--- src/pwr_ctrl_pkg.sv ---
`default_nettype none

package pwr_ctrl_pkg;

   // --------------------
   // field widths
   // --------------------
   localparam int PMA_PWRST_W = 6;
   localparam int PIPE_PD_W   = 3;
   localparam int PIPE_RATE_W = 2;
   localparam int PMA_MODE_W  = 3;
   localparam int PMA_WIDTH_W = 3;

   typedef logic [PMA_PWRST_W-1:0] pma_pwrst_t;
   typedef logic [PIPE_PD_W-1:0]   pipe_pd_t;
   typedef logic [PIPE_RATE_W-1:0] pipe_rate_t;
   typedef logic [PMA_MODE_W-1:0]  pma_mode_t;
   typedef logic [PMA_WIDTH_W-1:0] pma_width_t;

   // --------------------
   // one-hot PMA power states
   // --------------------
   // all zero means no request or an unknown state after reset
   localparam pma_pwrst_t PMA_NONE = 6'b000000;
   localparam pma_pwrst_t PMA_A0   = 6'b000001;
   localparam pma_pwrst_t PMA_A1   = 6'b000010;
   localparam pma_pwrst_t PMA_A2   = 6'b000100;
   localparam pma_pwrst_t PMA_A3   = 6'b001000;
   localparam pma_pwrst_t PMA_A4   = 6'b010000;
   localparam pma_pwrst_t PMA_A5   = 6'b100000;

   // --------------------
   // USB4 PMA mode and width
   // --------------------
   // gen2 10G, gen3 20G, gen4 40G
   localparam pma_mode_t  USB4_GEN2_MODE  = 3'd0;
   localparam pma_mode_t  USB4_GEN3_MODE  = 3'd1;
   localparam pma_mode_t  USB4_GEN4_MODE  = 3'd2;
   localparam pma_width_t USB4_GEN2_WIDTH = 3'd1;
   localparam pma_width_t USB4_GEN3_WIDTH = 3'd2;
   localparam pma_width_t USB4_GEN4_WIDTH = 3'd3;

   // power FSM states
   // code 4 is not used
   typedef enum logic [2:0] {
      ST_STARTUP      = 3'h0,
      ST_IDLE         = 3'h1,
      ST_PWRST_CHG    = 3'h2,
      ST_ENTER_PD     = 3'h3,
      ST_WAIT_EXIT_PD = 3'h5,
      ST_EXIT_PD      = 3'h6,
      ST_L0P          = 3'h7
   } pwr_fsm_state_t;

endpackage

`default_nettype wire

--- src/sync_stage.sv ---
`timescale 1ns/10ps
`default_nettype none

module sync_stage #(
   parameter int       SYNC_DEPTH  = 2,
   parameter type      payload_t   = logic,
   parameter payload_t RESET_VALUE = '0
) (
   input  wire logic     clk,
   input  wire logic     reset_n,
   input  wire payload_t d_in,
   output payload_t      d_out
);

   // flop chain, stage 0 is the metastable one
   payload_t sync_q [SYNC_DEPTH];

   always_ff @(posedge clk or negedge reset_n)
   begin
      if (!reset_n)
      begin
         for (int i = 0; i < SYNC_DEPTH; i++)
         begin
            sync_q[i] <= RESET_VALUE;
         end
      end
      else
      begin
         sync_q[0] <= d_in;
         for (int i = 1; i < SYNC_DEPTH; i++)
         begin
            sync_q[i] <= sync_q[i-1];
         end
      end
   end

   assign d_out = sync_q[SYNC_DEPTH-1];

endmodule

`default_nettype wire

--- src/pwr_req_decode.sv ---
`timescale 1ns/10ps
`default_nettype none

module pwr_req_decode (
   // only used to sample the assertion
   input  wire logic                    clk,
   input  wire pwr_ctrl_pkg::pipe_pd_t   pipe_pd,
   input  wire logic                    rx_standby,
   input  wire pwr_ctrl_pkg::pipe_rate_t pipe_rate,
   output pwr_ctrl_pkg::pma_pwrst_t      req_pma_pwrst,
   output pwr_ctrl_pkg::pma_mode_t       rate_mode,
   output pwr_ctrl_pkg::pma_width_t      rate_width
);

   // --------------------
   // PIPE power-down to PMA state
   // --------------------
   // 000 splits on rx standby into A5 or A0
   always_comb
   begin
      case (pipe_pd)
         3'b000:  req_pma_pwrst = rx_standby ? pwr_ctrl_pkg::PMA_A5 : pwr_ctrl_pkg::PMA_A0;
         3'b001:  req_pma_pwrst = pwr_ctrl_pkg::PMA_A1;
         3'b010:  req_pma_pwrst = pwr_ctrl_pkg::PMA_A1;
         3'b011:  req_pma_pwrst = pwr_ctrl_pkg::PMA_A3;
         3'b100:  req_pma_pwrst = pwr_ctrl_pkg::PMA_A2;
         3'b101:  req_pma_pwrst = pwr_ctrl_pkg::PMA_A4;
         default: req_pma_pwrst = pwr_ctrl_pkg::PMA_A0;
      endcase
   end

   // --------------------
   // PIPE rate to PMA mode / width
   // --------------------
   always_comb
   begin
      case (pipe_rate)
         2'b01:
         begin
            // gen3 at 20G
            rate_mode  = pwr_ctrl_pkg::USB4_GEN3_MODE;
            rate_width = pwr_ctrl_pkg::USB4_GEN3_WIDTH;
         end
         2'b10:
         begin
            // gen4 at 40G
            rate_mode  = pwr_ctrl_pkg::USB4_GEN4_MODE;
            rate_width = pwr_ctrl_pkg::USB4_GEN4_WIDTH;
         end
         default:
         begin
            // gen2 at 10G and the unused code
            rate_mode  = pwr_ctrl_pkg::USB4_GEN2_MODE;
            rate_width = pwr_ctrl_pkg::USB4_GEN2_WIDTH;
         end
      endcase
   end

   // an unknown input would quietly decode to A0 or gen2
   a_in_known: assert property (@(posedge clk)
      !$isunknown({pipe_pd, rx_standby, pipe_rate}));

endmodule

`default_nettype wire

--- src/pwr_state_fsm.sv ---
`timescale 1ns/10ps
`default_nettype none

module pwr_state_fsm (
   input  wire logic                     clk,
   input  wire logic                     reset_n,
   // decoded request and start-of-day rate settings
   input  wire pwr_ctrl_pkg::pma_pwrst_t  req_pma_pwrst,
   input  wire pwr_ctrl_pkg::pma_mode_t   rate_mode,
   input  wire pwr_ctrl_pkg::pma_width_t  rate_width,
   // synchronized status
   input  wire logic                     pll_ready,
   input  wire logic                     clk_en_ack,
   input  wire logic                     clk_en_ack_low,
   input  wire logic                     pclk_running,
   // PMA power handshake
   input  wire pwr_ctrl_pkg::pma_pwrst_t  pma_pwr_state_ack,
   output pwr_ctrl_pkg::pma_pwrst_t       pma_pwr_state_req,
   output logic                          pma_xcvr_pll_clk_en,
   output logic                          pwr_chg_done,
   output logic                          pipe_rx_en,
   output logic                          ln_l0p_en,
   output pwr_ctrl_pkg::pma_mode_t        pma_standard_mode,
   output pwr_ctrl_pkg::pma_width_t       pma_data_width,
   output pwr_ctrl_pkg::pwr_fsm_state_t   state
);

   // state the PMA has last acknowledged
   pwr_ctrl_pkg::pma_pwrst_t cur_pma_pwrst;
   // pending request goes to A3 or A4
   logic pd_req;
   // high only for the first clock out of reset
   logic start_of_day;

   logic req_differs;
   logic ack_idle;

   assign req_differs = (cur_pma_pwrst != req_pma_pwrst);
   // previous handshake fully closed by the PMA
   assign ack_idle    = (pma_pwr_state_ack == pwr_ctrl_pkg::PMA_NONE);

   always_ff @(posedge clk or negedge reset_n)
   begin
      if (!reset_n)
      begin
         state               <= pwr_ctrl_pkg::ST_STARTUP;
         cur_pma_pwrst       <= pwr_ctrl_pkg::PMA_NONE;
         pd_req              <= 1'b0;
         start_of_day        <= 1'b1;
         pma_pwr_state_req   <= pwr_ctrl_pkg::PMA_NONE;
         pma_xcvr_pll_clk_en <= 1'b0;
         pwr_chg_done        <= 1'b0;
         pipe_rx_en          <= 1'b0;
         ln_l0p_en           <= 1'b0;
         pma_standard_mode   <= '0;
         pma_data_width      <= '0;
      end
      else
      begin
         start_of_day <= 1'b0;

         case (state)
            // --------------------
            // bring-up
            // --------------------
            pwr_ctrl_pkg::ST_STARTUP:
            begin
               // USB4 rate is fixed while out of reset, grab it once
               if (start_of_day)
               begin
                  pma_standard_mode <= rate_mode;
                  pma_data_width    <= rate_width;
               end
               // common PLL up, turn on lane clock
               if (pll_ready)
               begin
                  pma_xcvr_pll_clk_en <= 1'b1;
               end
               if (clk_en_ack && pclk_running)
               begin
                  state <= pwr_ctrl_pkg::ST_IDLE;
               end
            end

            // idle and L0p both wait for a new target state
            pwr_ctrl_pkg::ST_IDLE,
            pwr_ctrl_pkg::ST_L0P:
            begin
               if (req_differs && ack_idle)
               begin
                  state             <= pwr_ctrl_pkg::ST_PWRST_CHG;
                  pma_pwr_state_req <= req_pma_pwrst;
                  pd_req            <= (req_pma_pwrst == pwr_ctrl_pkg::PMA_A3) ||
                                       (req_pma_pwrst == pwr_ctrl_pkg::PMA_A4);
                  // set for A5, cleared when leaving L0p
                  ln_l0p_en         <= (req_pma_pwrst == pwr_ctrl_pkg::PMA_A5);
               end
            end

            // --------------------
            // PMA power handshake
            // --------------------
            pwr_ctrl_pkg::ST_PWRST_CHG:
            begin
               if (pma_pwr_state_ack == pma_pwr_state_req)
               begin
                  pma_pwr_state_req <= pwr_ctrl_pkg::PMA_NONE;
                  cur_pma_pwrst     <= pma_pwr_state_req;
                  if (pd_req)
                  begin
                     // done toggles later, once the PLL clock is off
                     state               <= pwr_ctrl_pkg::ST_ENTER_PD;
                     pma_xcvr_pll_clk_en <= 1'b0;
                     pipe_rx_en          <= 1'b0;
                  end
                  else if (ln_l0p_en)
                  begin
                     state        <= pwr_ctrl_pkg::ST_L0P;
                     pwr_chg_done <= ~pwr_chg_done;
                     pipe_rx_en   <= 1'b0;
                  end
                  else
                  begin
                     state        <= pwr_ctrl_pkg::ST_IDLE;
                     pwr_chg_done <= ~pwr_chg_done;
                     // receiver only runs in A0 and A1
                     pipe_rx_en   <= (pma_pwr_state_req == pwr_ctrl_pkg::PMA_A0) ||
                                     (pma_pwr_state_req == pwr_ctrl_pkg::PMA_A1);
                  end
               end
            end

            // --------------------
            // power-down entry and exit
            // --------------------
            pwr_ctrl_pkg::ST_ENTER_PD:
            begin
               // aggregated ack low means every lane PLL clock is off
               if (!clk_en_ack_low)
               begin
                  state        <= pwr_ctrl_pkg::ST_WAIT_EXIT_PD;
                  pwr_chg_done <= ~pwr_chg_done;
               end
            end

            pwr_ctrl_pkg::ST_WAIT_EXIT_PD:
            begin
               if (req_differs && pll_ready)
               begin
                  state               <= pwr_ctrl_pkg::ST_EXIT_PD;
                  pma_xcvr_pll_clk_en <= 1'b1;
               end
            end

            pwr_ctrl_pkg::ST_EXIT_PD:
            begin
               // clock back on, now ask for the new state
               if (clk_en_ack && ack_idle)
               begin
                  state             <= pwr_ctrl_pkg::ST_PWRST_CHG;
                  pd_req            <= 1'b0;
                  pma_pwr_state_req <= req_pma_pwrst;
               end
            end

            default:
            begin
               state <= pwr_ctrl_pkg::ST_IDLE;
            end
         endcase
      end
   end

   a_req_onehot0: assert property (@(posedge clk) disable iff (!reset_n)
      $onehot0(pma_pwr_state_req));

   // rx path stays off through the whole power-down
   a_no_rx_in_pd: assert property (@(posedge clk) disable iff (!reset_n)
      (state == pwr_ctrl_pkg::ST_WAIT_EXIT_PD) |-> !pipe_rx_en);

endmodule

`default_nettype wire

--- src/pwr_rate_ctrl.sv ---
`timescale 1ns/10ps
`default_nettype none

module pwr_rate_ctrl #(
   parameter int SYNC_DEPTH = 2
) (
   input  wire logic                     clk,
   input  wire logic                     reset_n,
   // PIPE side
   input  wire pwr_ctrl_pkg::pipe_pd_t    pipe_powerdown,
   input  wire pwr_ctrl_pkg::pipe_rate_t  pipe_rate,
   input  wire logic                     pipe_rx_standby,
   input  wire logic                     pipe_clk_running,
   // PMA side
   input  wire logic                     pma_pll_ready,
   input  wire pwr_ctrl_pkg::pma_pwrst_t  pma_pwr_state_ack,
   input  wire logic                     pma_xcvr_pll_clk_en_ack,
   input  wire logic                     pma_xcvr_pll_clk_en_ack_low,
   output logic                          pwr_chg_done,
   output logic                          pipe_rx_en,
   output logic                          ln_l0p_en,
   output logic                          rx_standby_status,
   output pwr_ctrl_pkg::pma_width_t       pma_data_width,
   output pwr_ctrl_pkg::pma_mode_t        pma_standard_mode,
   output pwr_ctrl_pkg::pma_pwrst_t       pma_pwr_state_req,
   output logic                          pma_xcvr_pll_clk_en
);

   // synchronized request bundle, {standby, power-down}
   logic [3:0]                  req_sync;
   logic                        pll_ready_sync;
   logic                        clk_en_ack_sync;
   logic                        clk_en_ack_low_sync;
   logic                        pclk_running_sync;
   pwr_ctrl_pkg::pma_pwrst_t     req_pma_pwrst;
   pwr_ctrl_pkg::pma_mode_t      rate_mode;
   pwr_ctrl_pkg::pma_width_t     rate_width;
   pwr_ctrl_pkg::pwr_fsm_state_t fsm_state;

   // --------------------
   // input synchronizers
   // --------------------
   // resets to P2 (010) with standby low
   sync_stage #(.SYNC_DEPTH(SYNC_DEPTH), .payload_t(logic [3:0]), .RESET_VALUE(4'b0010))
      u_sync_req (
         .clk     (clk),
         .reset_n (reset_n),
         .d_in    ({pipe_rx_standby, pipe_powerdown}),
         .d_out   (req_sync)
      );

   sync_stage #(.SYNC_DEPTH(SYNC_DEPTH), .payload_t(logic), .RESET_VALUE(1'b0))
      u_sync_pll_ready (
         .clk     (clk),
         .reset_n (reset_n),
         .d_in    (pma_pll_ready),
         .d_out   (pll_ready_sync)
      );

   sync_stage #(.SYNC_DEPTH(SYNC_DEPTH), .payload_t(logic), .RESET_VALUE(1'b0))
      u_sync_clk_en_ack (
         .clk     (clk),
         .reset_n (reset_n),
         .d_in    (pma_xcvr_pll_clk_en_ack),
         .d_out   (clk_en_ack_sync)
      );

   sync_stage #(.SYNC_DEPTH(SYNC_DEPTH), .payload_t(logic), .RESET_VALUE(1'b0))
      u_sync_clk_en_ack_low (
         .clk     (clk),
         .reset_n (reset_n),
         .d_in    (pma_xcvr_pll_clk_en_ack_low),
         .d_out   (clk_en_ack_low_sync)
      );

   sync_stage #(.SYNC_DEPTH(SYNC_DEPTH), .payload_t(logic), .RESET_VALUE(1'b0))
      u_sync_pclk_running (
         .clk     (clk),
         .reset_n (reset_n),
         .d_in    (pipe_clk_running),
         .d_out   (pclk_running_sync)
      );

   // --------------------
   // decode and FSM
   // --------------------
   pwr_req_decode u_pwr_req_decode (
      .clk           (clk),
      .pipe_pd       (req_sync[2:0]),
      .rx_standby    (req_sync[3]),
      .pipe_rate     (pipe_rate),
      .req_pma_pwrst (req_pma_pwrst),
      .rate_mode     (rate_mode),
      .rate_width    (rate_width)
   );

   pwr_state_fsm u_pwr_state_fsm (
      .clk                 (clk),
      .reset_n             (reset_n),
      .req_pma_pwrst       (req_pma_pwrst),
      .rate_mode           (rate_mode),
      .rate_width          (rate_width),
      .pll_ready           (pll_ready_sync),
      .clk_en_ack          (clk_en_ack_sync),
      .clk_en_ack_low      (clk_en_ack_low_sync),
      .pclk_running        (pclk_running_sync),
      .pma_pwr_state_ack   (pma_pwr_state_ack),
      .pma_pwr_state_req   (pma_pwr_state_req),
      .pma_xcvr_pll_clk_en (pma_xcvr_pll_clk_en),
      .pwr_chg_done        (pwr_chg_done),
      .pipe_rx_en          (pipe_rx_en),
      .ln_l0p_en           (ln_l0p_en),
      .pma_standard_mode   (pma_standard_mode),
      .pma_data_width      (pma_data_width),
      .state               (fsm_state)
   );

   // standby status simply mirrors the L0p flag
   assign rx_standby_status = ln_l0p_en;

   // lane PLL clock must stay off from power-down entry until exit starts
   a_pll_off_in_pd: assert property (@(posedge clk) disable iff (!reset_n)
      (fsm_state inside {pwr_ctrl_pkg::ST_ENTER_PD, pwr_ctrl_pkg::ST_WAIT_EXIT_PD})
      |-> !pma_xcvr_pll_clk_en);

endmodule

`default_nettype wire

--- config.mk ---
export PLATFORM = sky130hd
export DESIGN_NAME = pwr_rate_ctrl
export DESIGN_NICKNAME = d
export VERILOG_FILES = /design/src/pwr_ctrl_pkg.sv /design/src/sync_stage.sv /design/src/pwr_req_decode.sv /design/src/pwr_state_fsm.sv /design/src/pwr_rate_ctrl.sv
export SDC_FILE = /design/constraint.sdc
export NUM_CORES = 1
export LEC_CHECK = 0
export ABC_AREA = 1
export BUFFER_PORTS_ARGS = -buffer_cell sky130_fd_sc_hd__buf_2
export CORE_UTILIZATION = 60
export CTS_BUF_LIST = sky130_fd_sc_hd__clkbuf_2
export CTS_CLUSTER_SIZE = 24
export DETAILED_ROUTE_END_ITERATION = 8
export GPL_ROUTABILITY_DRIVEN = 0
export PLACE_DENSITY = 0.92
export SLEW_MARGIN = 20
export SYNTH_ARGS = -nofsm -noshare
export SYNTH_HDL_FRONTEND = slang
export SYNTH_SLANG_ARGS = --single-unit
--- constraint.sdc ---
create_clock -name clk -period 5 [get_ports clk]
set_input_delay 0.75 -clock clk [delete_from_list [all_inputs] [get_ports clk]]
set_output_delay 0.75 -clock clk [all_outputs]
set_load 0.02 [all_outputs]
==> results.md, run 1 <==
- Slowest stage delay, CP: 0.49 ns
- TritonCTS clock tree: done
- Worst min path class: register to register
- Pin count of the biggest net entering global routing: 42
- Final worst path period share: 0.367
- Dominant cells by area after synthesis: dfrtp_1 47%, nand2_1 14%, nand3_1 4.7%
- Count of input and output buffers: 32
- Share of layout cells above drive strength 1: 0.218
- Post-DP Area: 2200 um^2
- Skew final: 0.0182 ns
- Final hold viol count: 0
- CTS Hold Buffers Added: 0
- Worst setup EP type: output pin
- Final setup fails: 0
- Sequential cell area fraction in the yosys report: 0.511
- Final Critical Period: 1.84 ns
- PostCTS Resize Cnt: 0
- Power Total: 1.17 mW
- Layout area overhead: 12.6%
- Routed Antenna Nets: 0
- Startpoint Class: register
- Clk pin slew, worst setup/hold paths: 0.21 ns
- Family with the most delay on the worst path: flip-flops
- Layout Nets: 300
- Final slew viol count: 0
- Initial core utilization: 0.644
- Prevailing post-synth register cell: dfrtp_1
- Sink Count: 41
- H-Tree Depth: 2
- DRT Pass-1 Iters: 4
- Final Instance Area: 2270 um^2
- Initial drt markers: 84
- Buf+Inv Stages, Crit Path: 1
- Total track usage: 0.247
- Postcts setup bufs: 0
- Cell Area, Synth: 2010 um^2
- Maxcap violations: 0
- Row count: 20
- Antenna diodes: 0
- Slew HR: 0.430
- CP Data Arrival Time: 1.09 ns
- Yosys top cell by area: dfrtp_1
- Die Ht: 59.9 um
- Core Area: 3130 um^2
- Hpwl dp: just under 3000 um
- Post-Route Setup TNS: 0 ns
- Share of the synthesized area in the top cell type: 0.472
- Status: finished clean
- Commonest cells in the netlist: 75 x nand2_1, 38 x dfrtp_1, 23 x inv_1, 23 x nor2_1, 19 x nand3_1
- Fin util: 0.725
- Vias in the first global route: around 1500
- Leak: 1.19 nW
- Fmax: 0.545 GHz
- Post-synth cell types: 33
- Via-to-Cell Ratio: 5.04
- PD cells: 517 nW/um^2
- Congestion Overflow GR: 0
- CTS root buf: clkbuf_2
- Initial antenna violation count: 0
- CTS Buffer Depth: 2
- Cells after Synth: 243
- YS warnings: 0
- Slowest CP cell: dfrtp_1
- Worst-margin pin slew: 0.854 ns
- Post-synth ARST share: 1.00
- CP max FO: 6
- Remaining DRCs: 0
- Top-count cell post-synth: nand2_1
- Routed wire per std cell: 11.5 um
- Maximum vdd drop: 0.297 mV
- Cell Chain, Critical Path: buf_2
- Wirelength, routed: 3720 um
- Chip width: 59.9 um
- RSZ-0062 raised after global routing: no
- Yosys reg bits: 41
- Mean Syn Cell Area: 8.29 um^2
- Crit path required time: around 4.3 ns
- Dpl ws: ~2.9 ns
- Via count: ~1600
- First-pass GRT wire length: around 6400 um
- CTS Buf Count: 5
- Worst Setup Slack, final: approximately 3.2 ns
- Clk Latency, worst-skew pair: 0.39 ns
- Full die area: 3590 um^2
- IO Pins: 35
- Crit path kind: register to output pin
- Post-synth EDFFs: 0
==> area by class of cell <==
type / instances / area, um^2
Sequential cell: 41 / 1030
Fill cell: 261 / 860
Multi-Input combinational cell: 169 / 842
Timing Repair Buffer: 32 / 160
Inverter: 30 / 115
Tap cell: 44 / 55.1
Clock inverter: 3 / 41.3
Clock buffer: 5 / 25.0
==> cells by family after synthesis <==
logic type,count (synthesis),share of synthesized area
DFF,41,0.511
muxes,2,0.0112
and+or+nand+nor,135,0.298
AOI/OAI and AO/OA,23,0.0714
xor gates and xnor gates,3,0.0130
other,1,0.00186
buffers and inverters,35,0.0745
adders and majority gates,3,0.0186
==> metrics by stage <==
step,instances,hold slack [ns]
floorplan,245,0.331
global placement,316,0.332
detailed placement,316,0.335
CTS,324,0.364
global route,324,0.382
finish,324,0.367
==> flip-flops by register name, indices dropped and copies added, names as in the netlist, 2 cells and up <==
name,cells
u_pwr_state_fsm.state,3
u_sync_req.d_out,4
u_pwr_state_fsm.pma_standard_mode,2
u_pwr_state_fsm.pma_pwr_state_req,6
u_pwr_state_fsm.cur_pma_pwrst,6
u_sync_req.sync_q,4
u_pwr_state_fsm.pma_data_width,2
==> worst paths after layout <==
check / startpoint / endpoint / slack (ns) / cells after the start
worst min-delay path: u_sync_clk_en_ack_low.sync_q[1]$_DFF_PN0_ / u_sync_clk_en_ack_low.d_out$_DFF_PN0_ / 0.37 / 0
worst min register to register: u_sync_clk_en_ack_low.sync_q[1]$_DFF_PN0_ / u_sync_clk_en_ack_low.d_out$_DFF_PN0_ / 0.37 / 0
worst max register to register: u_sync_req.d_out[2]$_DFF_PN0_ / u_pwr_state_fsm.pma_pwr_state_req[2]$_DFFE_PN0P_ / 3.19 / 13
max in group asynchronous: reset_n / u_pwr_state_fsm.pma_pwr_state_req[5]$_DFFE_PN0P_ / 4.03 / 1
worst max-delay path: u_pwr_state_fsm.ln_l0p_en$_DFFE_PN0P_ / rx_standby_status / 3.16 / 1
min in group asynchronous: reset_n / u_pwr_state_fsm.cur_pma_pwrst[3]$_DFFE_PN0P_ / 0.43 / 1
==> cells in the final DEF (no fill, tap or decap), drive strengths merged, types with 2 or more instances in the layout <==
cell    count
ha          3
inv        29
dfrtp      38
nand4       6
o21ai      13
a21oi       2
mux2        2
clkinv      2
buf        32
nand3      20
xnor2       3
conb        3
nand2      77
dfstp       3
clkbuf      5
o21bai      3
nor2       29
==> where the power goes <==
group	leakage (nW)	switching, mW	internal [mW]
registers	0.486	0.0720	0.415
logic	0.671	0.322	0.177
clock network	0.0366	0.105	0.0828
total	1.19	0.499	0.674
==> metal layers <==
metal  GRT usage  up-vias  share of wire
met5           0        -              0
met4      0.0598        0         0.0054
met3      0.0649        2          0.044
met2       0.419       44           0.50
met1       0.318      749           0.45
li1            -      838              -
Note: power is estimated with default switching activity, not from simulation.
==> run 2, diff against run 1 <==
--- a/config.mk
+++ b/config.mk
@@ -7,12 +7,12 @@
 export LEC_CHECK = 0
 export ABC_AREA = 1
 export BUFFER_PORTS_ARGS = -buffer_cell sky130_fd_sc_hd__buf_2
-export CORE_UTILIZATION = 60
+export CORE_UTILIZATION = 57
 export CTS_BUF_LIST = sky130_fd_sc_hd__clkbuf_2
 export CTS_CLUSTER_SIZE = 24
 export DETAILED_ROUTE_END_ITERATION = 8
 export GPL_ROUTABILITY_DRIVEN = 0
-export PLACE_DENSITY = 0.92
+export PLACE_DENSITY = 0.88
 export SLEW_MARGIN = 20
 export SYNTH_ARGS = -nofsm -noshare
 export SYNTH_HDL_FRONTEND = slang
==> constraint.sdc (replaced) <==
create_clock -name clk -period 1.8 [get_ports clk]
set_input_delay 0.27 -clock clk [delete_from_list [all_inputs] [get_ports clk]]
set_output_delay 0.27 -clock clk [all_outputs]
set_load 0.02 [all_outputs]
==> run 2 against run 1 <==
Net effect: routed wire length grew 16%; via count grew 8.1%; combinational power grew to 3.1 times the previous value; clock power grew to 2.8 times the previous value; highest routed layer unchanged; total power grew to 2.9 times the previous value; critical path type is now register to register.
==> results.md, run 2 (synthesized netlist as in run 1, its figures left out) <==
- Crit path launch: u_sync_req.d_out[1]$_DFF_PN1_
- Chip width: 61.5 um (+2.5%)
- Status: finished clean
- Net switching power: 1.50 mW (+200%)
- Maxcap violations: 0 (unchanged)
- Crit path kind: register to register
- DRT Pass-1 Iters: 5 (+1)
- Layout Nets: 317 (+5.7%)
- CP Data Arrival Time: 2.12 ns (+1.03 ns)
- Clock share of power: 0.152 (-0.008)
- IO Pins: 35 (unchanged)
- Core Area: 3360 um^2 (+7.5%)
- Reg2Reg Setup Slack: 0.001 ns (-3.19 ns)
- CP max FO: 6 (unchanged)
- Final hold viol count: 0 (unchanged)
- Row count: 21 (+5.0%)
- Initial core utilization: 0.599 (-0.0450)
- RSZ-0062 raised after global routing: yes
- Count of input and output buffers: 32 (unchanged)
- Hold Path Stages: 3 (+3)
- Slowest stage delay, CP: 0.66 ns (+0.17 ns)
- Sink Count: 41 (unchanged)
- Die Ht: 61.5 um (+2.5%)
- Post-DP Area: 2230 um^2 (+1.1%)
- Fmax: ~0.56 GHz
- Final Critical Period: 1.80 ns
- Combinational fraction of design power: 0.456 (+0.031)
- Final Instance Area: 2490 um^2 (+9.7%)
- Via-to-Cell Ratio: 5.15 (+2.2%)
- Startpoint Class: register
- Switching Fraction: 0.437 (+0.0114)
- Skew final: 0.0193 ns (+0.00110 ns)
- PD cells: 1380 nW/um^2 (+170%)
- Via count: 1766 (+8.1%)
- Most frequent cells in the layout: 69 x nand2_1, 36 x dfrtp_1, 32 x buf_2, 23 x inv_1, 23 x nor2_1
- Congestion Overflow GR: 0 (unchanged)
- Layout area overhead: 23.5%
- Reg power frac: 0.392 (-0.023)
- Commonest non-fill, non-tap cell in the layout: nand2_1
- Int Pwr: 1.94 mW (+190%)
- Initial antenna violation count: 0 (unchanged)
- Crit path required time: 2.12 ns (-2.13 ns)
- Final worst path period share: 0.999
- Clk pin slew, worst setup/hold paths: 0.21 ns (about the same)
- Antenna diodes: 0 (unchanged)
- Leak: 1.27 nW (+6.8%)
- Remaining DRCs: 0 (unchanged)
- Biggest regs: u_pwr_state_fsm.cur_pma_pwrst x6, u_pwr_state_fsm.pma_pwr_state_req x6
- Hold Crit Start: pipe_rate[1]
- Fillers: 254 (-2.7%)
- Pin count of the biggest net entering global routing: 42 (unchanged)
- R2R cell count: 13 (unchanged)
- Full die area: 3780 um^2 (+5.1%)
- Total track usage: 0.234 (-0.0133)
- Worst Setup Slack, final: 0.00140 ns (-3.16 ns)
- CTS Buffer Depth: 2 (unchanged)
- H-Tree Depth: 2 (unchanged)
- Worst min path class: input port to register
- Final slew viol count: 0 (unchanged)
- Routed Antenna Nets: 0 (unchanged)
- Family with the most delay on the worst path: simple AND/OR/NAND/NOR gates
- Dpl ws: 0.0664 ns (-2.79 ns)
- Slowest CP cell: dfstp_2
- TritonCTS clock tree: done
- Routed wire per std cell: 12.6 um (+10%)
- Hold Path Sink: u_pwr_state_fsm.pma_data_width[1]$_DFFE_PN0P_
- Reg-to-Reg Start: u_sync_req.d_out[1]$_DFF_PN1_
- Cell Chain, Critical Path: nand2_4 > nor2_4 > nand2_1 > nand2_1 > nor2_1 > nand2_2 > nor2_2 > o21ai_2 > nand2_4 > inv_6 > nand2_4 > nand2_1 > nand2_1
- Maximum vdd drop: 0.718 mV (+140%)
- Vias in the first global route: 1478 (-2.1%)
- Most used cell, CP: nand2_1
- Hpwl dp: 2960 um (+1.4%)
- Wirelength, routed: 4340 um (+16%)
- R2R Path End: u_pwr_state_fsm.pma_pwr_state_req[0]$_DFFE_PN0P_
- Initial drt markers: 71 (-15%)
- Worst setup EP type: register
- Clk Latency, worst-skew pair: 0.40 ns (about the same)
- Power Total: 3.44 mW (+190%)
- Share of layout cells above drive strength 1: 0.276 (+0.0582)
- Buf+Inv Stages, Crit Path: 1 (unchanged)
- CTS Buf Count: 5 (unchanged)
- CTS root buf: clkbuf_2
- First-pass GRT wire length: 6220 um (-2.4%)
- Final setup fails: 0 (unchanged)
-- run 2: worst register-to-register path, cell delays in order (launching register included) --
cell and delay (ns):
dfstp_2 0.66, nand2_4 0.09, nor2_4 0.12, nand2_1 0.06, nand2_1 0.07, nor2_1 0.06, nand2_2 0.07, nor2_2 0.05
o21ai_2 0.17, nand2_4 0.12, inv_6 0.09, nand2_4 0.07, nand2_1 0.06, nand2_1 0.06
-- run 2: worst max path at each step --
stage,end,slack (ns),depth (start not counted)
global placement,u_pwr_state_fsm.state[2]$_DFFE_PN0P_,0.09,12
global route,u_pwr_state_fsm.pma_pwr_state_req[3]$_DFFE_PN0P_,-0.15,11
floorplan,u_pwr_state_fsm.pma_pwr_state_req[4]$_DFFE_PN0P_,0.20,13
CTS,u_pwr_state_fsm.pma_pwr_state_req[0]$_DFFE_PN0P_,0.01,13
finish,u_pwr_state_fsm.pma_pwr_state_req[0]$_DFFE_PN0P_,0.001,13
detailed placement,u_pwr_state_fsm.pma_pwr_state_req[0]$_DFFE_PN0P_,0.07,13
-- run 2: layer usage --
layer	vias up	part of all wire	global-route usage	wire length [um]
met4	0	0.012	0.0762	54
li1	870	-	-	-
met2	61	0.50	0.405	2190
met3	5	0.054	0.0441	233
met1	830	0.43	0.299	1860
met5	-	0	0	0
-- run 2: power by group through the flow --
stage	clock [mW]	combinational [mW]	sequential, mW
after detailed placement	0	1.42	1.36
final	0.525	1.57	1.35
after global routing	0.566	1.75	1.38
after floorplan	0	0.941	1.45
after CTS	0.533	1.45	1.34
after global placement	0	1.37	1.34
-- run 2: timing repair --
| action | in CTS | in global routing |
|---|---|---|
| hold buffers | 9 | 0 |
| buffers inserted | 0 | 3 |
| hold endpoints to repair | 46 | 0 |
| endpoints found under the setup margin | 0 | 17 |
| resized for setup | 0 | 19 |
-- run 2: area by class of cell --
cell class,instances,area (um^2),share of cell area
flip-flops and latches,41,1030,0.415
clock buffers,5,25.0,0.0101
inverters,30,118,0.0473
multi-input cells,170,915,0.368
clock inverters,3,41.3,0.0166
repair buffers,47,295,0.119
repair inverters,1,5.00,0.00201
well taps,46,57.6,0.0231
-- run 2: metrics by stage --
step                cells  TNS (ns)   util  hold WS [ns]
finish                343         0  0.740         0.173
global route          343     -1.27  0.740         0.189
CTS                   338         0  0.709         0.160
detailed placement    321         0  0.662         0.335
global placement      321         0  0.662         0.331
floorplan             245         0      -       -0.0256
